===== config.mk =====
export PLATFORM = sky130hd
export DESIGN_NAME = host_regs_flat
export DESIGN_NICKNAME = d
export VERILOG_FILES = /design/src/logic/cdsys_pkg.sv /design/src/logic/xfer_bus_if.sv /design/src/logic/host_regs.sv /design/src/flat_wrapper.sv
export SDC_FILE = /design/constraint.sdc
export NUM_CORES = 1
export LEC_CHECK = 0
export ABC_AREA = 1
export BUFFER_PORTS_ARGS = -buffer_cell sky130_fd_sc_hd__buf_2
export CAP_MARGIN = 10
export CORE_MARGIN = 3
export CORE_UTILIZATION = 30
export CTS_CLUSTER_DIAMETER = 200
export DETAILED_ROUTE_END_ITERATION = 8
export PLACE_DENSITY_LB_ADDON = 0.05
export REMOVE_ABC_BUFFERS = 1
export SLEW_MARGIN = 5
export SYNTH_ARGS = -nofsm -noshare
export SYNTH_HDL_FRONTEND = slang
export SYNTH_SLANG_ARGS = --single-unit

===== constraint.sdc =====
create_clock -name clk_sys -period 2.9 [get_ports clk_sys]
set_input_delay 0.145 -clock clk_sys [delete_from_list [all_inputs] [get_ports clk_sys]]
set_output_delay 0.145 -clock clk_sys [all_outputs]
set_load 0.02 [all_outputs]

===== src/logic/cdsys_pkg.sv =====
//====================================================================
// Shared definitions for the transfer controller
// Bus widths, host register offsets, area and DMA mode codes,
// microcode words and the data word union
//====================================================================

package cdsys_pkg;

	localparam int ADDR_W  = 23;          // Host word address
	localparam int BADDR_W = ADDR_W + 1;  // Byte address used by the DMA
	localparam int DATA_W  = 16;
	localparam int UP_W    = 19;          // Upload zone word address
	localparam int AREA_W  = 3;
	localparam int MODE_W  = 3;

	//================================================================
	// Host register map, word offsets inside the FF0000 page
	//================================================================
	localparam logic [ADDR_W-9:0] REG_PAGE = 15'h7F80;
	localparam logic [7:0] REG_START     = 8'h30;  // FF0061, low byte
	localparam logic [7:0] REG_ADDR_A_HI = 8'h32;
	localparam logic [7:0] REG_ADDR_A_LO = 8'h33;
	localparam logic [7:0] REG_ADDR_B_HI = 8'h34;
	localparam logic [7:0] REG_ADDR_B_LO = 8'h35;
	localparam logic [7:0] REG_VALUE_HI  = 8'h36;
	localparam logic [7:0] REG_COUNT_HI  = 8'h38;
	localparam logic [7:0] REG_COUNT_LO  = 8'h39;
	localparam logic [7:0] REG_UCODE0    = 8'h3F;
	localparam logic [7:0] REG_AREA_SEL  = 8'h82;
	localparam logic [7:0] REG_MAP_SPR   = 8'h90;
	localparam logic [7:0] REG_MAP_PCM   = 8'h91;
	localparam logic [7:0] REG_MAP_Z80   = 8'h93;
	localparam logic [7:0] REG_MAP_FIX   = 8'h94;
	localparam logic [7:0] REG_UNMAP_SPR = 8'hA0;
	localparam logic [7:0] REG_UNMAP_PCM = 8'hA1;
	localparam logic [7:0] REG_UNMAP_Z80 = 8'hA3;
	localparam logic [7:0] REG_UNMAP_FIX = 8'hA4;
	localparam int START_BIT = 6;

	localparam logic [3:0] UPLOAD_NIBBLE = 4'hE;

	// Upload areas
	localparam logic [AREA_W-1:0] AREA_SPR  = 3'd0;
	localparam logic [AREA_W-1:0] AREA_PCM  = 3'd1;
	localparam logic [AREA_W-1:0] AREA_Z80  = 3'd4;
	localparam logic [AREA_W-1:0] AREA_FIX  = 3'd5;
	localparam logic [AREA_W-1:0] AREA_NONE = 3'd3;  // Selected area not mapped
	localparam logic [AREA_W-1:0] AREA_CUR  = 3'd7;  // Follow the host area select

	// DMA modes
	localparam logic [MODE_W-1:0] MODE_CD_WORD   = 3'd0;
	localparam logic [MODE_W-1:0] MODE_CD_BYTE   = 3'd1;
	localparam logic [MODE_W-1:0] MODE_COPY_WORD = 3'd2;
	localparam logic [MODE_W-1:0] MODE_FILL      = 3'd4;

	// First microcode word of each known program
	localparam logic [DATA_W-1:0] UCODE_CD_WORD_A = 16'hFF89;
	localparam logic [DATA_W-1:0] UCODE_CD_WORD_B = 16'hFFC5;
	localparam logic [DATA_W-1:0] UCODE_CD_BYTE   = 16'hFC2D;
	localparam logic [DATA_W-1:0] UCODE_COPY_A    = 16'hFE6D;
	localparam logic [DATA_W-1:0] UCODE_COPY_B    = 16'hFE3D;
	localparam logic [DATA_W-1:0] UCODE_FILL_A    = 16'hFFCD;
	localparam logic [DATA_W-1:0] UCODE_FILL_B    = 16'hFFDD;

	typedef union packed {
		logic [DATA_W-1:0] word;
		struct packed {
			logic [7:0] hi;
			logic [7:0] lo;
		} bytes;
	} data_word_u;

endpackage


===== src/logic/xfer_bus_if.sv =====
//====================================================================
// Request and grant link between one requester and the arbiter
//====================================================================

`timescale 1ns/10ps

interface xfer_bus_if import cdsys_pkg::*; ();

	logic req;                 // Held until gnt
	logic wr;                  // Write to the upload zone this cycle
	logic [UP_W-1:0] addr;
	logic [DATA_W-1:0] data;
	logic [AREA_W-1:0] area;
	logic gnt;

	modport requester (
		output req, wr, addr, data, area,
		input  gnt
	);

	modport arbiter (
		input  req, wr, addr, data, area,
		output gnt
	);

endinterface


===== src/logic/host_regs.sv =====
//====================================================================
// Host register block
// DMA setup registers, microcode to mode decode, start pulse
// Upload area select and map flags, direct upload requests
//====================================================================

`timescale 1ns/10ps

module host_regs import cdsys_pkg::*; #(
	parameter int COUNT_W = 24
) (
	input  logic clk_sys,
	input  logic nRESET,
	input  logic host_wr,
	input  logic [ADDR_W-1:0] host_addr,
	input  logic [DATA_W-1:0] host_wdata,
	input  logic [1:0] host_be,
	xfer_bus_if.requester host_bus,
	output logic [BADDR_W-1:0] addr_a,
	output logic [BADDR_W-1:0] addr_b,
	output logic [DATA_W-1:0] fill_value,
	output logic [COUNT_W-1:0] count,
	output logic [MODE_W-1:0] mode,
	output logic start
);

	logic [7:0] offs;
	logic reg_zone;
	logic up_zone;
	logic accept;
	logic word_wr;
	logic byte_wr;
	logic [AREA_W-1:0] area_sel;
	logic use_spr, use_pcm, use_z80, use_fix;
	logic area_ok;
	logic [DATA_W-1:0] ucode0;

	assign offs     = host_addr[7:0];
	assign reg_zone = host_addr[ADDR_W-1:8] == REG_PAGE;
	assign up_zone  = host_addr[ADDR_W-1 -: 4] == UPLOAD_NIBBLE;
	assign accept   = host_wr & host_bus.gnt;
	assign word_wr  = accept & reg_zone & (&host_be);
	assign byte_wr  = accept & reg_zone & host_be[0];  // Odd byte registers

	always_comb
	begin
		case (area_sel)
			AREA_SPR: area_ok = use_spr;
			AREA_PCM: area_ok = use_pcm;
			AREA_Z80: area_ok = use_z80;
			AREA_FIX: area_ok = use_fix;
			default:  area_ok = 1'b0;
		endcase
	end

	// Every host write asks for the bus, only mapped uploads write
	assign host_bus.req  = host_wr;
	assign host_bus.wr   = host_wr & up_zone & area_ok & (|host_be);
	assign host_bus.addr = host_addr[UP_W-1:0];
	assign host_bus.data = host_wdata;
	assign host_bus.area = area_ok ? area_sel : AREA_NONE;  // Also used by DMA writes

	always_ff @(posedge clk_sys)
	begin
		if (!nRESET)
		begin
			area_sel <= AREA_SPR;
			use_spr  <= 1'b0;
			use_pcm  <= 1'b0;
			use_z80  <= 1'b0;
			use_fix  <= 1'b0;
			mode     <= MODE_CD_WORD;
			start    <= 1'b0;
		end
		else
		begin
			start <= 1'b0;
			if (byte_wr)
			begin
				case (offs)
					REG_START:
						if (host_wdata[START_BIT])
						begin
							start <= 1'b1;
							case (ucode0)
								UCODE_CD_WORD_A, UCODE_CD_WORD_B: mode <= MODE_CD_WORD;
								UCODE_CD_BYTE:                    mode <= MODE_CD_BYTE;
								UCODE_COPY_A, UCODE_COPY_B:       mode <= MODE_COPY_WORD;
								UCODE_FILL_A, UCODE_FILL_B:       mode <= MODE_FILL;
								default: ;                        // Unknown program
							endcase
						end
					REG_AREA_SEL:  area_sel <= host_wdata[AREA_W-1:0];
					REG_MAP_SPR:   use_spr <= 1'b1;
					REG_MAP_PCM:   use_pcm <= 1'b1;
					REG_MAP_Z80:   use_z80 <= 1'b1;
					REG_MAP_FIX:   use_fix <= 1'b1;
					REG_UNMAP_SPR: use_spr <= 1'b0;
					REG_UNMAP_PCM: use_pcm <= 1'b0;
					REG_UNMAP_Z80: use_z80 <= 1'b0;
					REG_UNMAP_FIX: use_fix <= 1'b0;
					default: ;
				endcase
			end
		end
	end

	// DMA setup words
	always_ff @(posedge clk_sys)
	begin
		if (word_wr)
		begin
			case (offs)
				REG_ADDR_A_HI: addr_a[BADDR_W-1:16] <= host_wdata[BADDR_W-17:0];
				REG_ADDR_A_LO: addr_a[15:0] <= host_wdata;
				REG_ADDR_B_HI: addr_b[BADDR_W-1:16] <= host_wdata[BADDR_W-17:0];
				REG_ADDR_B_LO: addr_b[15:0] <= host_wdata;
				REG_VALUE_HI:  fill_value <= host_wdata;
				REG_COUNT_HI:  count[COUNT_W-1:16] <= host_wdata[COUNT_W-17:0];
				REG_COUNT_LO:  count[15:0] <= host_wdata;
				REG_UCODE0:    ucode0 <= host_wdata;
				default: ;
			endcase
		end
	end

endmodule


===== src/flat_wrapper.sv =====
// flat-port wrapper written by rule: the top's interface ports become plain ports
module host_regs_flat import cdsys_pkg::*;
#(
	parameter int COUNT_W = 24
)
  (clk_sys, nRESET, host_wr, host_addr, host_wdata, host_be, addr_a, addr_b, fill_value, count, mode, start, host_bus_req, host_bus_wr, host_bus_addr, host_bus_data, host_bus_area, host_bus_gnt);
  xfer_bus_if host_bus_i ();
  input  logic clk_sys;
  input  logic nRESET;
  input  logic host_wr;
  input  logic [ADDR_W-1:0] host_addr;
  input  logic [DATA_W-1:0] host_wdata;
  input  logic [1:0] host_be;
  output logic [BADDR_W-1:0] addr_a;
  output logic [BADDR_W-1:0] addr_b;
  output logic [DATA_W-1:0] fill_value;
  output logic [COUNT_W-1:0] count;
  output logic [MODE_W-1:0] mode;
  output logic start;
  output wire logic [$bits(host_bus_i.req)-1:0] host_bus_req;
  output wire logic [$bits(host_bus_i.wr)-1:0] host_bus_wr;
  output wire logic [$bits(host_bus_i.addr)-1:0] host_bus_addr;
  output wire logic [$bits(host_bus_i.data)-1:0] host_bus_data;
  output wire logic [$bits(host_bus_i.area)-1:0] host_bus_area;
  input wire logic [$bits(host_bus_i.gnt)-1:0] host_bus_gnt;
  assign host_bus_req = host_bus_i.req;
  assign host_bus_wr = host_bus_i.wr;
  assign host_bus_addr = host_bus_i.addr;
  assign host_bus_data = host_bus_i.data;
  assign host_bus_area = host_bus_i.area;
  assign host_bus_i.gnt = host_bus_gnt;
  host_regs #(.COUNT_W(COUNT_W)) u_core (.clk_sys(clk_sys), .nRESET(nRESET), .host_wr(host_wr), .host_addr(host_addr), .host_wdata(host_wdata), .host_be(host_be), .host_bus(host_bus_i), .addr_a(addr_a), .addr_b(addr_b), .fill_value(fill_value), .count(count), .mode(mode), .start(start));
endmodule

==> results.json <==
{
  "antenna_found_initial": 0,
  "start_util_pct": 31.3,
  "cts_resized": 0,
  "dp_hpwl_um": 7870,
  "maxCapViolations": 0,
  "ir_drop_mv": 0.524,
  "slew_viol_final": 0,
  "rsz0062_at_grt": "no",
  "power_frac_comb_pct": 4.2,
  "cp.arrival_ps": 1610,
  "seq_area_frac_synth_pct": 75.4,
  "r2r-start": "u_core.ucode0[6]$_DFFE_PP_",
  "required_ps": 2760,
  "cp-end-kind": "output port",
  "p_switching_mw": 0.797,
  "drtIter0Drc": 150,
  "grtUsageTotal_pct": 13.9,
  "whs_path_depth": 1,
  "power.internal_mw": 3.01,
  "critPathLaunch": "u_core.area_sel[0]$_SDFFE_PN0P_",
  "syn_inst": 332,
  "fmax_ghz": 0.570,
  "viasPerCell": 4.35,
  "sw_frac_of_total_pct": 20.9,
  "cts-root-buf": "clkbuf_16",
  "max_slew.worst_pin.slew_ps": 633,
  "fp-row-count": 43,
  "io_buffers": 176,
  "crit_type": "reg2out",
  "syn_avg_cell_area_um2": 13.4,
  "gr-total-overflow": 0,
  "grt_pass1_vias": 3024,
  "drcViolationCount": 0,
  "powerDensity_nw_per_um2": 641,
  "h-tree-depth": 4,
  "drive_gt1_share_pct": 43.9,
  "min_from": "host_wdata[5]",
  "drtPass1Iterations": 4,
  "cts.sinks": 115,
  "grt_pass1_wl_um": 16700,
  "grt_max_degree": 17,
  "fin_tns_setup_ps": 0,
  "setup_viol": 0,
  "via_count": 3044,
  "wl_per_cell_um": 15.8,
  "clk_latency_ps": 400,
  "io_pins": 177,
  "dieArea_um2": 16300,
  "fin_hold_ws_ps": 77.2,
  "final.period_utilization_pct": 60.5,
  "core_region_area_um2": 14100,
  "max-slew-margin-rel_pct": 57.6,
  "path_max_fanout": 5,
  "chipHeight_um": 128,
  "wirelength_um": 11000,
  "ys_types": 25,
  "p_leak_nw": 2.43,
  "syn-cell-area_um2": 4440,
  "ys_ff_latch": 115,
  "numCtsBuffers": 17,
  "clock_path_buffers": 2,
  "post_cts_buffers": 0,
  "cts_tree": "yes",
  "cts_hold_buf": 8,
  "gp_congestion": 0.838,
  "area_growth_pct": 34.0,
  "yosys_warnings": 0,
  "ant_nets": 0,
  "r2r_slack_ps": 1570,
  "insertedDiodeCount": 0,
  "power_mw": 3.81,
  "startpoint_type": "flip-flop",
  "min_path_type": "in2reg",
  "power_frac_seq_pct": 47.4,
  "reg2regPathDepth": 10,
  "nets": 551,
  "cts.clk_slew.worst_paths_ps": 50,
  "die_w_um": 128,
  "p_clk_share_pct": 48.4,
  "fin_skew_ps": 5.59,
  "final.min_clock_period_ps": 1750,
  "status": "completed",
  "hold_viol": 0
}
==> cells in the final DEF (no fill, tap or decap), types with 2 or more instances in the layout <==
| cell type | n |
|---|---|
| nand2_1 | 43 |
| inv_1 | 28 |
| nand4_1 | 6 |
| clkinv_1 | 3 |
| edfxtp_1 | 104 |
| nand2_2 | 2 |
| nand3b_1 | 3 |
| inv_2 | 3 |
| nand3_1 | 16 |
| clkinv_2 | 6 |
| nor2_2 | 5 |
| nor2_1 | 42 |
| nor3_2 | 2 |
| dlygate4sd3_1 | 8 |
| buf_4 | 9 |
| clkbuf_1 | 2 |
| a31oi_1 | 2 |
| o21ai_0 | 3 |
| clkinvlp_4 | 3 |
| nor3_1 | 5 |
| dfxtp_1 | 11 |
| a21oi_1 | 5 |
| o21ai_1 | 8 |
| clkbuf_16 | 17 |
| buf_2 | 176 |
==> critical path, stage by stage, from the launching register on <==
cell     delay, ps
dfxtp_1        360
inv_1          100
a21oi_1        140
o21ai_0         90
nand2_1         80
nand2_1         90
nor3_1         150
buf_2          190
==> routing by layer <==
metal  wire length (um)  global-route usage [%]  up-vias
li1                   -                       -     1475
met1               4500                    16.2     1460
met2               5490                    22.6       97
met3                897                    6.23       12
met4                138                    4.87        0
met5                  0                       0        -
==> final cells by class <==
class                      instances  area, um^2
clock inverter                    13        93.8
sequential                       115        3340
clock buffer                      19         433
tap                              180         225
multi-input combinational        148         706
inverter                          31         116
timing repair buffer             193        1030
fill                            1370        8200
==> cells in the mapped netlist <==
| cell type | instances | area, um^2 |
|---|---|---|
| nor3_1 | 6 | 30.0 |
| o21ai_0 | 3 | 15.0 |
| nand2_4 | 1 | 11.3 |
| nor3_4 | 1 | 16.3 |
| nand2_1 | 43 | 161 |
| nor2_1 | 45 | 169 |
| buf_4 | 37 | 278 |
| nor3_2 | 1 | 10.0 |
| a31oi_1 | 2 | 12.5 |
| dfxtp_1 | 11 | 220 |
| buf_2 | 1 | 5.00 |
| nor4_2 | 1 | 12.5 |
| nand3b_1 | 3 | 22.5 |
| inv_1 | 28 | 105 |
| a21oi_1 | 5 | 25.0 |
| inv_2 | 3 | 11.3 |
| nor2_2 | 2 | 12.5 |
| o41ai_1 | 1 | 8.76 |
| and2_1 | 1 | 6.26 |
| o21ai_1 | 8 | 40.0 |
| nand4_1 | 6 | 37.5 |
| edfxtp_1 | 104 | 3120 |
| nand2_2 | 2 | 12.5 |
| nand3_1 | 16 | 80.1 |
| nand3_2 | 1 | 10.0 |
==> metrics by stage <==
| stage | util [%] | worst slack, ps | instances | area, um^2 |
|---|---|---|---|---|
| finish | 42.0 | 1150 | 699 | 5950 |
| global route | 42.0 | 957 | 699 | 5950 |
| CTS | 42.0 | 1110 | 699 | 5950 |
| detailed placement | 37.7 | 861 | 659 | 5340 |
| global placement | 37.7 | 915 | 659 | 5340 |
| floorplan | - | 483 | 294 | 4150 |
==> path summary, 6_finish.rpt <==
path                            endpoint
max                          host_bus_wr
min           u_core.addr_b[5]$_DFFE_PP_
max reg2reg  u_core.mode[1]$_SDFFE_PN0P_
min reg2reg  u_core.use_spr$_SDFFE_PN0P_
==> sequential cells by signal (all words and copies together) (netlist names) <==
signal / count
u_core.count: 24
u_core.addr_a: 24
u_core.area_sel: 3
u_core.use_fix: 1
u_core.fill_value: 16
u_core.use_pcm: 1
u_core.addr_b: 24
u_core.use_spr: 1
u_core.ucode0: 16
u_core.start: 1
u_core.mode: 3
u_core.use_z80: 1
==> power groups by stage <==
stage	sequential, mW	clock [mW]	combinational [mW]
detailed placement	1.84	0	0.156
global route	1.80	1.99	0.177
floorplan	1.84	0	0.0219
CTS	1.81	1.91	0.164
finish	1.81	1.84	0.161
global placement	1.84	0	0.155
==> cell families after synthesis <==
group / count (synthesis) / share of synthesized area, %
AO/OA/AOI/OAI: 19 / 2.28
AND/OR/NAND/NOR: 129 / 13.3
buffers and inverters: 69 / 9.00
flip-flops: 115 / 75.4
No activity file was read; power rests on OpenSTA's default activity.
