### src/logic/cdsys_pkg.sv
//====================================================================
// Shared definitions for the transfer controller
// Bus widths, host register offsets, area and DMA mode codes,
// microcode words and the data word union
//====================================================================

package cdsys_pkg;

	localparam int ADDR_W  = 23;          // Host word address
	localparam int BADDR_W = ADDR_W + 1;  // Byte address used by the DMA
	localparam int DATA_W  = 16;
	localparam int UP_W    = 19;          // Upload zone word address
	localparam int AREA_W  = 3;
	localparam int MODE_W  = 3;

	//================================================================
	// Host register map, word offsets inside the FF0000 page
	//================================================================
	localparam logic [ADDR_W-9:0] REG_PAGE = 15'h7F80;
	localparam logic [7:0] REG_START     = 8'h30;  // FF0061, low byte
	localparam logic [7:0] REG_ADDR_A_HI = 8'h32;
	localparam logic [7:0] REG_ADDR_A_LO = 8'h33;
	localparam logic [7:0] REG_ADDR_B_HI = 8'h34;
	localparam logic [7:0] REG_ADDR_B_LO = 8'h35;
	localparam logic [7:0] REG_VALUE_HI  = 8'h36;
	localparam logic [7:0] REG_COUNT_HI  = 8'h38;
	localparam logic [7:0] REG_COUNT_LO  = 8'h39;
	localparam logic [7:0] REG_UCODE0    = 8'h3F;
	localparam logic [7:0] REG_AREA_SEL  = 8'h82;
	localparam logic [7:0] REG_MAP_SPR   = 8'h90;
	localparam logic [7:0] REG_MAP_PCM   = 8'h91;
	localparam logic [7:0] REG_MAP_Z80   = 8'h93;
	localparam logic [7:0] REG_MAP_FIX   = 8'h94;
	localparam logic [7:0] REG_UNMAP_SPR = 8'hA0;
	localparam logic [7:0] REG_UNMAP_PCM = 8'hA1;
	localparam logic [7:0] REG_UNMAP_Z80 = 8'hA3;
	localparam logic [7:0] REG_UNMAP_FIX = 8'hA4;
	localparam int START_BIT = 6;

	localparam logic [3:0] UPLOAD_NIBBLE = 4'hE;

	// Upload areas
	localparam logic [AREA_W-1:0] AREA_SPR  = 3'd0;
	localparam logic [AREA_W-1:0] AREA_PCM  = 3'd1;
	localparam logic [AREA_W-1:0] AREA_Z80  = 3'd4;
	localparam logic [AREA_W-1:0] AREA_FIX  = 3'd5;
	localparam logic [AREA_W-1:0] AREA_NONE = 3'd3;  // Selected area not mapped
	localparam logic [AREA_W-1:0] AREA_CUR  = 3'd7;  // Follow the host area select

	// DMA modes
	localparam logic [MODE_W-1:0] MODE_CD_WORD   = 3'd0;
	localparam logic [MODE_W-1:0] MODE_CD_BYTE   = 3'd1;
	localparam logic [MODE_W-1:0] MODE_COPY_WORD = 3'd2;
	localparam logic [MODE_W-1:0] MODE_FILL      = 3'd4;

	// First microcode word of each known program
	localparam logic [DATA_W-1:0] UCODE_CD_WORD_A = 16'hFF89;
	localparam logic [DATA_W-1:0] UCODE_CD_WORD_B = 16'hFFC5;
	localparam logic [DATA_W-1:0] UCODE_CD_BYTE   = 16'hFC2D;
	localparam logic [DATA_W-1:0] UCODE_COPY_A    = 16'hFE6D;
	localparam logic [DATA_W-1:0] UCODE_COPY_B    = 16'hFE3D;
	localparam logic [DATA_W-1:0] UCODE_FILL_A    = 16'hFFCD;
	localparam logic [DATA_W-1:0] UCODE_FILL_B    = 16'hFFDD;

	typedef union packed {
		logic [DATA_W-1:0] word;
		struct packed {
			logic [7:0] hi;
			logic [7:0] lo;
		} bytes;
	} data_word_u;

endpackage

### src/logic/xfer_bus_if.sv
//====================================================================
// Request and grant link between one requester and the arbiter
//====================================================================

`timescale 1ns/10ps

interface xfer_bus_if import cdsys_pkg::*; ();

	logic req;                 // Held until gnt
	logic wr;                  // Write to the upload zone this cycle
	logic [UP_W-1:0] addr;
	logic [DATA_W-1:0] data;
	logic [AREA_W-1:0] area;
	logic gnt;

	modport requester (
		output req, wr, addr, data, area,
		input  gnt
	);

	modport arbiter (
		input  req, wr, addr, data, area,
		output gnt
	);

endinterface

### src/logic/dma_engine.sv
//====================================================================
// DMA engine
// Cache word copy, cache byte copy, memory word copy and word fill,
// writes go out through the shared transfer bus
//====================================================================

`timescale 1ns/10ps

module dma_engine import cdsys_pkg::*; #(
	parameter int SECTOR_WORDS = 1024,
	parameter int COUNT_W      = 24
) (
	input  logic clk_sys,
	input  logic nRESET,
	input  logic [BADDR_W-1:0] addr_a,
	input  logic [BADDR_W-1:0] addr_b,
	input  logic [DATA_W-1:0] fill_value,
	input  logic [COUNT_W-1:0] count,
	input  logic [MODE_W-1:0] mode,
	input  logic start,
	output logic [$clog2(SECTOR_WORDS)-1:0] rd_addr,
	input  logic [DATA_W-1:0] rd_data,
	output logic mem_rd,
	output logic [BADDR_W-1:0] mem_addr,
	input  logic [DATA_W-1:0] mem_rdata,
	input  logic mem_rvalid,
	input  logic mem_busy,
	xfer_bus_if.requester dma_bus,
	output logic dma_running
);

	localparam int AW = $clog2(SECTOR_WORDS);

	localparam logic [2:0] ST_IDLE  = 3'd0;
	localparam logic [2:0] ST_CRD   = 3'd1;  // Cache address out
	localparam logic [2:0] ST_CWAIT = 3'd2;  // Cache data back
	localparam logic [2:0] ST_MRD   = 3'd3;
	localparam logic [2:0] ST_MWAIT = 3'd4;
	localparam logic [2:0] ST_WR    = 3'd5;
	localparam logic [2:0] ST_WR2   = 3'd6;  // Second write of byte mode

	logic [2:0] state;
	logic [2:0] loop_st;
	logic [COUNT_W-1:0] remain;
	logic [BADDR_W-1:0] src;
	logic [BADDR_W-1:0] dst;
	logic [AW-1:0] rd_ptr;
	data_word_u dq;
	logic writing;
	logic last_wr;

	// Where each count starts
	always_comb
	begin
		case (mode)
			MODE_CD_WORD, MODE_CD_BYTE: loop_st = ST_CRD;
			MODE_COPY_WORD:             loop_st = ST_MRD;
			default:                    loop_st = ST_WR;
		endcase
	end

	assign writing = (state == ST_WR) | (state == ST_WR2);
	assign last_wr = (state == ST_WR2) | (mode != MODE_CD_BYTE);

	always_ff @(posedge clk_sys)
	begin
		if (!nRESET)
		begin
			state       <= ST_IDLE;
			dma_running <= 1'b0;
			remain      <= '0;
		end
		else
		begin
			case (state)
				ST_IDLE:
					if (start && count != '0)
					begin
						dma_running <= 1'b1;
						remain  <= count;
						src     <= addr_a;
						dst     <= (mode == MODE_COPY_WORD) ? addr_b : addr_a;
						rd_ptr  <= '0;
						dq.word <= fill_value;
						state   <= loop_st;
					end
				ST_CRD: state <= ST_CWAIT;
				ST_CWAIT:
				begin
					dq.word <= rd_data;
					rd_ptr  <= rd_ptr + 1'b1;
					state   <= ST_WR;
				end
				ST_MRD:
					if (!mem_busy)
					begin
						src   <= src + BADDR_W'(2);  // Read issued this cycle
						state <= ST_MWAIT;
					end
				ST_MWAIT:
					if (mem_rvalid)
					begin
						dq.word <= mem_rdata;
						state   <= ST_WR;
					end
				ST_WR, ST_WR2:
					if (dma_bus.gnt)
					begin
						dst <= dst + BADDR_W'(2);
						if (!last_wr)
							state <= ST_WR2;
						else if (remain == COUNT_W'(1))
						begin
							dma_running <= 1'b0;
							state <= ST_IDLE;
						end
						else
						begin
							remain <= remain - 1'b1;
							state  <= loop_st;
						end
					end
				default: state <= ST_IDLE;
			endcase
		end
	end

	assign rd_addr  = rd_ptr;
	assign mem_rd   = (state == ST_MRD) & ~mem_busy;
	assign mem_addr = src;

	//================================================================
	// Transfer bus side
	//================================================================
	assign dma_bus.req  = dma_running;  // Held for the whole job
	assign dma_bus.wr   = writing & (dst[BADDR_W-1 -: 4] == UPLOAD_NIBBLE);
	assign dma_bus.addr = dst[UP_W:1];
	assign dma_bus.data = ((state == ST_WR) && (mode == MODE_CD_BYTE)) ?
	                      {dq.bytes.lo, dq.bytes.hi} : dq.word;
	assign dma_bus.area = AREA_CUR;

endmodule

### src/flat_wrapper.sv
// flat-port wrapper written by rule: the top's interface ports become plain ports
module dma_engine_flat import cdsys_pkg::*;
#(
	parameter int SECTOR_WORDS = 1024,
	parameter int COUNT_W      = 24
)
  (clk_sys, nRESET, addr_a, addr_b, fill_value, count, mode, start, rd_addr, rd_data, mem_rd, mem_addr, mem_rdata, mem_rvalid, mem_busy, dma_running, dma_bus_req, dma_bus_wr, dma_bus_addr, dma_bus_data, dma_bus_area, dma_bus_gnt);
  xfer_bus_if dma_bus_i ();
  input  logic clk_sys;
  input  logic nRESET;
  input  logic [BADDR_W-1:0] addr_a;
  input  logic [BADDR_W-1:0] addr_b;
  input  logic [DATA_W-1:0] fill_value;
  input  logic [COUNT_W-1:0] count;
  input  logic [MODE_W-1:0] mode;
  input  logic start;
  output logic [$clog2(SECTOR_WORDS)-1:0] rd_addr;
  input  logic [DATA_W-1:0] rd_data;
  output logic mem_rd;
  output logic [BADDR_W-1:0] mem_addr;
  input  logic [DATA_W-1:0] mem_rdata;
  input  logic mem_rvalid;
  input  logic mem_busy;
  output logic dma_running;
  output wire logic [$bits(dma_bus_i.req)-1:0] dma_bus_req;
  output wire logic [$bits(dma_bus_i.wr)-1:0] dma_bus_wr;
  output wire logic [$bits(dma_bus_i.addr)-1:0] dma_bus_addr;
  output wire logic [$bits(dma_bus_i.data)-1:0] dma_bus_data;
  output wire logic [$bits(dma_bus_i.area)-1:0] dma_bus_area;
  input wire logic [$bits(dma_bus_i.gnt)-1:0] dma_bus_gnt;
  assign dma_bus_req = dma_bus_i.req;
  assign dma_bus_wr = dma_bus_i.wr;
  assign dma_bus_addr = dma_bus_i.addr;
  assign dma_bus_data = dma_bus_i.data;
  assign dma_bus_area = dma_bus_i.area;
  assign dma_bus_i.gnt = dma_bus_gnt;
  dma_engine #(.SECTOR_WORDS(SECTOR_WORDS), .COUNT_W(COUNT_W)) u_core (.clk_sys(clk_sys), .nRESET(nRESET), .addr_a(addr_a), .addr_b(addr_b), .fill_value(fill_value), .count(count), .mode(mode), .start(start), .rd_addr(rd_addr), .rd_data(rd_data), .mem_rd(mem_rd), .mem_addr(mem_addr), .mem_rdata(mem_rdata), .mem_rvalid(mem_rvalid), .mem_busy(mem_busy), .dma_bus(dma_bus_i), .dma_running(dma_running));
endmodule
### config.mk
export PLATFORM = sky130hd
export DESIGN_NAME = dma_engine_flat
export DESIGN_NICKNAME = d
export VERILOG_FILES = /design/src/logic/cdsys_pkg.sv /design/src/logic/xfer_bus_if.sv /design/src/logic/dma_engine.sv /design/src/flat_wrapper.sv
export SDC_FILE = /design/constraint.sdc
export NUM_CORES = 1
export LEC_CHECK = 0
export ABC_AREA = 1
export BUFFER_PORTS_ARGS = -buffer_cell sky130_fd_sc_hd__clkbuf_2
export CAP_MARGIN = 15
export CORE_UTILIZATION = 53
export CTS_CLUSTER_DIAMETER = 120
export DETAILED_ROUTE_END_ITERATION = 8
export GPL_TIMING_DRIVEN = 0
export PLACE_DENSITY = 0.82
export SYNTH_ARGS = -nofsm -noshare
export SYNTH_HDL_FRONTEND = slang
export SYNTH_SLANG_ARGS = --single-unit
### constraint.sdc
create_clock -name clk_sys -period 3.35 [get_ports clk_sys]
set_input_delay 0 -clock clk_sys [delete_from_list [all_inputs] [get_ports clk_sys]]
set_output_delay 0 -clock clk_sys [all_outputs]
set_load 0.02 [all_outputs]
==> impl_metrics.env, run 1 <==
export IMPL_ir_drop_uv=498
export IMPL_grt_usage_pct=32.9
export IMPL_core_um2=12700
export IMPL_setup_ws_ns=0.932
export IMPL_yosysWarnings=0
export IMPL_io_buffers=199
export IMPL_clock_root_buffer="clkbuf_16"
export IMPL_ys_ff_latch=101
export IMPL_hold_viol=1
export IMPL_synthCells=1028
export IMPL_slew_viol_final=0
export IMPL_cts_sinks=101
export IMPL_power_mw=6.88
export IMPL_drt_iter0_drc=759
export IMPL_vias_per_cell=5.41
export IMPL_numCtsBuffers=9
export IMPL_start_util_pct=54.7
export IMPL_gp_congestion=0.954
export IMPL_dp_hpwl_mm=16.2
export IMPL_critPathCaptureType="flip-flop"
export IMPL_tns_ns=0
export IMPL_placedCellCount=1405
export IMPL_startpoint_type="flip-flop"
export IMPL_critPathMaxFanout=10
export IMPL_final_cell_mix="nand2_1, clkbuf_2, nor2_1"
export IMPL_crit_cells=8
export IMPL_htreeDepth=3
export IMPL_grt_max_degree=20
export IMPL_timing_final_crit_share_pct=72.2
export IMPL_cts_resized=0
export IMPL_arrival_ns=2.64
export IMPL_final_common_cell="nand2_1"
export IMPL_crit_type="flip-flop to flip-flop"
export IMPL_fin_cells=1470
export IMPL_drc=0
export IMPL_grt_pass1_wl_mm=34.2
export IMPL_ys_seq_area_share_pct=39.5
export IMPL_clock_skew_ns=0.00587
export IMPL_crit_required_ns=3.57
export IMPL_crit_slowest_cell="dlygate4sd3_1"
export IMPL_violations="hold timing"
export IMPL_drv_cap=0
export IMPL_num_vias=7949
export IMPL_max_freq_ghz=0.414
export IMPL_design_area_um2=9050
export IMPL_setup_violations=0
export IMPL_slew_headroom_pct=45.8
export IMPL_ant_nets=0
export IMPL_r2r_start="u_core.state[2]"
export IMPL_cp_top_family="buffers and inverters"
export IMPL_crit_start="u_core.state[2]"
export IMPL_max_clock_path_buffers=2
export IMPL_antenna_found_initial=0
export IMPL_whs_ns=-0.000661
export IMPL_outcome="finished, violations left"
export IMPL_drive_above_1_share_pct=21.0
export IMPL_worstSetupEndpoint="u_core.dq[5]"
export IMPL_crit_chain="nor2_1 > nand2_1 > nand2_1 > inv_1 > clkbuf_1 > nand2_1 > nand3_1 > dlygate4sd3_1"
export IMPL_max_slew_worst_pin_slew_ns=0.809
export IMPL_netlist_area_um2=6960
export IMPL_synth_area_per_cell_um2=6.77
export IMPL_die_y_um=117
export IMPL_cts_tree="done"
export IMPL_grt_ovfl_total=0
export IMPL_min_path_type="input port to flip-flop"
export IMPL_dieArea_um2=13600
export IMPL_dr_pass1_iters=6
export IMPL_pwr_density_cell_nw_per_um2=760
export IMPL_rsz0062_at_grt="false"
export IMPL_grt_pass1_vias=7220
export IMPL_yosysUniqueCellTypes=45
export IMPL_utilization_pct=71.2
export IMPL_regToRegEndpoint="u_core.dq[5]"
export IMPL_pin_count=205
export IMPL_post_drt_wl_per_cell_um=15.2
export IMPL_drt_total_wl_mm=22.3
export IMPL_num_rows=41
export IMPL_clk_pin_slew_ns=0.07
export IMPL_area_delta_synth_final_pct=30.1
export IMPL_place_area_um2=8250
export IMPL_max_stage_delay_ns=0.55
export IMPL_cpMostUsedCell="nand2_1"
export IMPL_p_leak_nw=4.35
export IMPL_die_w_um=117
export IMPL_timing_critical_path_buf_inv=3
export IMPL_pre_cts_ws_ns=0.971
export IMPL_postCtsSetupBuffers=0
export IMPL_period_minus_slack_ns=2.42
export IMPL_clock_latency_ns=0.35
export IMPL_worst_r2r_setup_slack_ns=0.93
export IMPL_fin_nets=1426
export IMPL_r2r_cells=8
==> power breakdown <==
group | leakage [nW] | switching, mW | internal [mW] | total [mW]
Sequential | 0.918 | 0.401 | 1.89 | 2.29
Clock | 0.156 | 0.495 | 0.678 | 1.17
Combinational | 3.28 | 2.19 | 1.23 | 3.42
Total | 4.35 | 3.08 | 3.80 | 6.88
==> flip-flops by register name (all words and copies together) (netlist names) <==
register / count
u_core.rd_addr: 10
u_core.mem_addr: 24
u_core.remain: 24
u_core.dma_bus.req: 1
u_core.dq: 16
u_core.state: 3
u_core.dst: 23
==> routing by layer <==
metal	track usage, %	up-vias	part of all wire, %
li1	-	3851	-
met5	0	-	0
met1	40.5	3570	40
met3	5.19	87	7.7
met2	55.1	441	48
met4	18.4	0	4.8
==> area by class of cell <==
| class | count | area, um2 |
|---|---|---|
| Fill cell | 1091 | 3670 |
| Multi-Input combinational cell | 775 | 3540 |
| Sequential cell | 101 | 2750 |
| Timing Repair Buffer | 251 | 1540 |
| Inverter | 100 | 375 |
| Buffer | 54 | 313 |
| Clock buffer | 11 | 243 |
| Tap cell | 172 | 215 |
| Clock inverter | 5 | 81.3 |
| Antenna cell | 1 | 2.50 |
==> worst min-delay path, cell delays in order <==
cell and delay (ns):
clkbuf_2 0.11, nand2_1 0.05, o21ai_0 0.07
==> cell usage after synthesis <==
cell type | n | area share [%]
ha_1 | 5 | 0.90
nor2_8 | 1 | 0.29
nor3b_1 | 1 | 0.11
a21o_1 | 1 | 0.11
nand2_1 | 309 | 17
a21oi_1 | 27 | 1.9
inv_2 | 3 | 0.16
inv_1 | 96 | 5.2
a2bb2oi_1 | 1 | 0.13
o31ai_1 | 2 | 0.22
nor2_2 | 1 | 0.090
or3_1 | 1 | 0.090
nand4_1 | 15 | 1.3
edfxtp_1 | 73 | 31
clkinv_1 | 1 | 0.054
nor3_1 | 12 | 0.86
dfxtp_1 | 28 | 8.1
o21bai_1 | 3 | 0.32
o22ai_1 | 4 | 0.36
buf_2 | 7 | 0.50
nor2_1 | 178 | 9.6
conb_1 | 1 | 0.054
xnor2_1 | 8 | 1.0
nand3_1 | 69 | 5.0
nor2_4 | 1 | 0.16
a22oi_1 | 3 | 0.32
nand2_2 | 1 | 0.090
nand3_2 | 1 | 0.14
xor2_1 | 12 | 1.5
clkbuf_1 | 17 | 0.92
o21ai_0 | 81 | 5.8
and3_1 | 1 | 0.090
or2_2 | 7 | 0.63
buf_4 | 25 | 2.7
o2bb2ai_1 | 1 | 0.13
o211ai_1 | 6 | 0.65
nand3_4 | 1 | 0.25
buf_1 | 4 | 0.22
or2_0 | 1 | 0.090
nor3_2 | 2 | 0.29
o21a_1 | 1 | 0.11
o21ai_2 | 1 | 0.13
buf_6 | 1 | 0.16
a31oi_1 | 6 | 0.54
o21ai_1 | 8 | 0.58
==> worst min-delay path by stage <==
stage	from	endpoint	slack, ns	cells past startpoint
floorplan	mem_busy	mem_rd	0.08	1
global placement	fill_value[14]	u_core.dq[14]	0.28	3
detailed placement	fill_value[2]	u_core.dq[2]	0.28	3
CTS	count[3]	u_core.remain[3]	0.0004	5
global route	addr_b[6]	u_core.dst[6]	0.02	3
finish	addr_a[11]	u_core.mem_addr[11]	-0.0007	3
==> kinds of logic (layout without fill, tap and decap cells) <==
logic type | Yosys count | in the layout | synth area share, %
flip-flops | 101 | 101 | 39.5
adder cells (fa/ha/maj) | 5 | 5 | 0.899
buffers and inverters | 154 | 421 | 9.89
other | 1 | 4 | 0.0539
AO/OA/AOI/OAI | 145 | 145 | 11.3
XOR/XNOR | 20 | 20 | 2.52
AND/OR/NAND/NOR | 602 | 602 | 35.8
==> timing repair <==
item	4_1_cts	5_1_grt
hold buffers	48	0
hold endpoints to repair	32	0
endpoints found under the setup margin	0	0
(Power assumes the default switching activity.)
==> inputs of run 2 (changes only) <==
--- a/config.mk
+++ b/config.mk
@@ -5,7 +5,7 @@
 export SDC_FILE = /design/constraint.sdc
 export NUM_CORES = 1
 export LEC_CHECK = 0
-export ABC_AREA = 1
+export ABC_AREA = 0
 export BUFFER_PORTS_ARGS = -buffer_cell sky130_fd_sc_hd__clkbuf_2
 export CAP_MARGIN = 15
 export CORE_UTILIZATION = 53
==> constraint.sdc (replaced) <==
create_clock -name clk_sys -period 2.3 [get_ports clk_sys]
set_input_delay 0 -clock clk_sys [delete_from_list [all_inputs] [get_ports clk_sys]]
set_output_delay 0 -clock clk_sys [all_outputs]
set_load 0.02 [all_outputs]
==> run 2 against run 1 <==
The flow still finishes with violations (hold timing). Count of clock-buffer cells in the layout decreased by 1. Design area about the same. Via count decreased by 10%. Worst setup slack got worse by 0.88 ns. Critical endpoint is now u_core.remain[21]. Largest cell class unchanged.
==> impl_metrics.env, run 2 <==
export IMPL_netlist_area_um2=6730
export IMPL_drive_above_1_share_pct=30.8
export IMPL_outcome="finished, violations left"
export IMPL_violations="hold timing"
export IMPL_startpoint_type="flip-flop"
export IMPL_max_freq_ghz=0.446
export IMPL_dp_hpwl_mm=14.3
export IMPL_dr_pass1_iters=6
export IMPL_clock_root_buffer="clkbuf_16"
export IMPL_ys_seq_area_share_pct=40.9
export IMPL_post_drt_wl_per_cell_um=18.3
export IMPL_synth_area_per_cell_um2=9.00
export IMPL_highest_layer="met4"
export IMPL_ys_ff_latch=101
export IMPL_yosysWarnings=0
export IMPL_yosysUniqueCellTypes=67
export IMPL_grt_max_degree=24
export IMPL_placedCellCount=1119
export IMPL_clk_pin_slew_ns=0.08
export IMPL_die_w_um=115
export IMPL_met3_length_mm=1.97
export IMPL_dieArea_um2=13200
export IMPL_die_y_um=115
export IMPL_critPathCaptureType="flip-flop"
export IMPL_grt_ovfl_total=0
export IMPL_clkPwrFrac_pct=15.4
export IMPL_slew_headroom_pct=40.5
export IMPL_ant_nets=0
export IMPL_min_path_type="input port to flip-flop"
export IMPL_fin_cells=1205
export IMPL_num_rows=40
export IMPL_n_antenna_cell=0
export IMPL_grt_pass1_wl_mm=34.0
export IMPL_area_delta_synth_final_pct=34.4
export IMPL_hold_viol=2
export IMPL_timing_final_crit_share_pct=97.5
export IMPL_critPathMaxFanout=9
export IMPL_drv_cap=0
export IMPL_fin_nets=1166
export IMPL_async_flop_share_pct=0
export IMPL_clock_latency_ns=0.34
export IMPL_p_seq_share_pct=32.8
export IMPL_grt_pass1_vias=6747
export IMPL_clock_skew_ns=0.0115
export IMPL_p_leak_nw=3.72
export IMPL_max_clock_path_buffers=2
export IMPL_ir_drop_uv=620
export IMPL_pwr_density_cell_nw_per_um2=1100
export IMPL_wl_met1_mm=8.55
export IMPL_antenna_found_initial=0
export IMPL_drt_iter0_drc=812
export IMPL_internal_power_mw=5.53
export IMPL_htreeDepth=3
export IMPL_utilization_pct=74.1
export IMPL_fillCellCount=930
export IMPL_drc=0
export IMPL_yosysTopAreaCell="edfxtp_1"
export IMPL_switching_share_pct=44.5
export IMPL_whs_ns=-0.000912
export IMPL_setup_violations=0
export IMPL_crit_required_ns=2.57
export IMPL_synth_commonest_cells="nand2_1, edfxtp_1, o21ai_0"
export IMPL_p_comb_share_pct=51.8
export IMPL_drt_total_wl_mm=22.0
export IMPL_synthFlopType="edfxtp_1"
export IMPL_wl_met2_mm=10.6
export IMPL_period_minus_slack_ns=2.24
export IMPL_synthCells=748
export IMPL_io_buffers=200
export IMPL_final_common_cell="clkbuf_2"
export IMPL_grt_usage_pct=33.4
export IMPL_yosysMostFrequentCell="nand2_1"
export IMPL_cts_tree="done"
export IMPL_p_switching_mw=4.44
export IMPL_start_util_pct=55.1
export IMPL_final_cell_mix="clkbuf_2, nand2_1, edfxtp_1"
export IMPL_synth_top_area_share_pct=32.6
export IMPL_core_um2=12200
export IMPL_synth_edff_count=73
export IMPL_arrival_ns=2.51
export IMPL_crit_type="flip-flop to flip-flop"
export IMPL_pin_count=205
export IMPL_cts_sinks=101
export IMPL_max_slew_worst_pin_slew_ns=0.890
export IMPL_num_vias=7155
export IMPL_vias_per_cell=5.94
export IMPL_slew_viol_final=0
export IMPL_synth_area_leaders="edfxtp_1, dfxtp_1, nand2_1, o21ai_0, xnor2_1"
export IMPL_gp_congestion=0.957
export IMPL_numCtsBuffers=9
export IMPL_multi_input_area_um2=3660
export IMPL_regArea_um2=2750
-- run 2: repair_timing --
action	4_1_cts	5_1_grt
hold endpoints to repair	30	0
hold buffers	62	0
pin swaps	4	5
gates cloned	1	1
setup endpoints to repair	99	113
resized for setup	12	14
buffers inserted	6	2
-- run 2: cells by family after synthesis --
kind of cell	share of synthesized area (%)
flops	40.9
other cells	0.0557
simple gates	22.9
compound gates	16.1
fa+ha+maj	0.929
xor+xnor	6.51
mux	6.28
buf+inv	6.36
-- run 2: stage by stage --
stage | setup TNS (ns) | setup WS [ns] | power, mW | hold slack [ns] | instance area, um2
after global routing | -0.0285 | -0.0285 | 10.5 | 0.0244 | 9050
after CTS | -0.00977 | -0.00977 | 9.67 | 0.00163 | 8990
final | 0 | 0.0570 | 9.97 | -0.000912 | 9050
after detailed placement | -33.48 | -0.986 | 7.90 | 0.276 | 7970
after floorplan | -3.74 | -0.162 | 6.54 | 0.0868 | 6750
after global placement | -29.30 | -0.914 | 7.80 | 0.274 | 7960
-- run 2: final timing paths --
check | from | endpoint | slack [ns] | cells past startpoint
worst max-delay path | u_core.remain[8] | u_core.remain[21] | 0.06 | 6
worst min-delay path | addr_a[3] | u_core.mem_addr[3] | -0.0009 | 3
worst max register to register | u_core.remain[8] | u_core.remain[21] | 0.06 | 6
worst min register to register | u_core.remain[7] | u_core.remain[7] | 0.52 | 2
-- run 2: worst max-delay path, stage by stage (launching register included) --
cell and delay [ns]:
dfxtp_1 0.39, nor4_4 0.46, nand4b_4 0.24, nor3_1 0.58, a22oi_1 0.14, or2_1 0.23
a21oi_1 0.11
-- run 2: power groups by stage --
stage | clock [mW] | sequential [mW] | combinational [mW]
final | 1.53 | 3.27 | 5.16
after detailed placement | 0 | 3.27 | 4.63
after global placement | 0 | 3.24 | 4.55
after global routing | 1.59 | 3.33 | 5.54
after CTS | 1.53 | 3.23 | 4.92
after floorplan | 0 | 3.31 | 3.23
-- run 2: layer usage --
layer	vias up	global-route usage (%)
met3	101	6.67
met4	0	16.6
met5	-	0
met1	3291	41.6
li1	3283	-
met2	480	55.4
-- run 2: cell type report --
class                      instances  area share (%)
timing repair buffer             271            18.8
tap                              168            2.32
multi-input combinational        574            40.4
sequential                       101            30.4
inverter                           7           0.290
clock inverter                     6           0.705
clock buffer                      10            2.53
buffer                            68            4.56
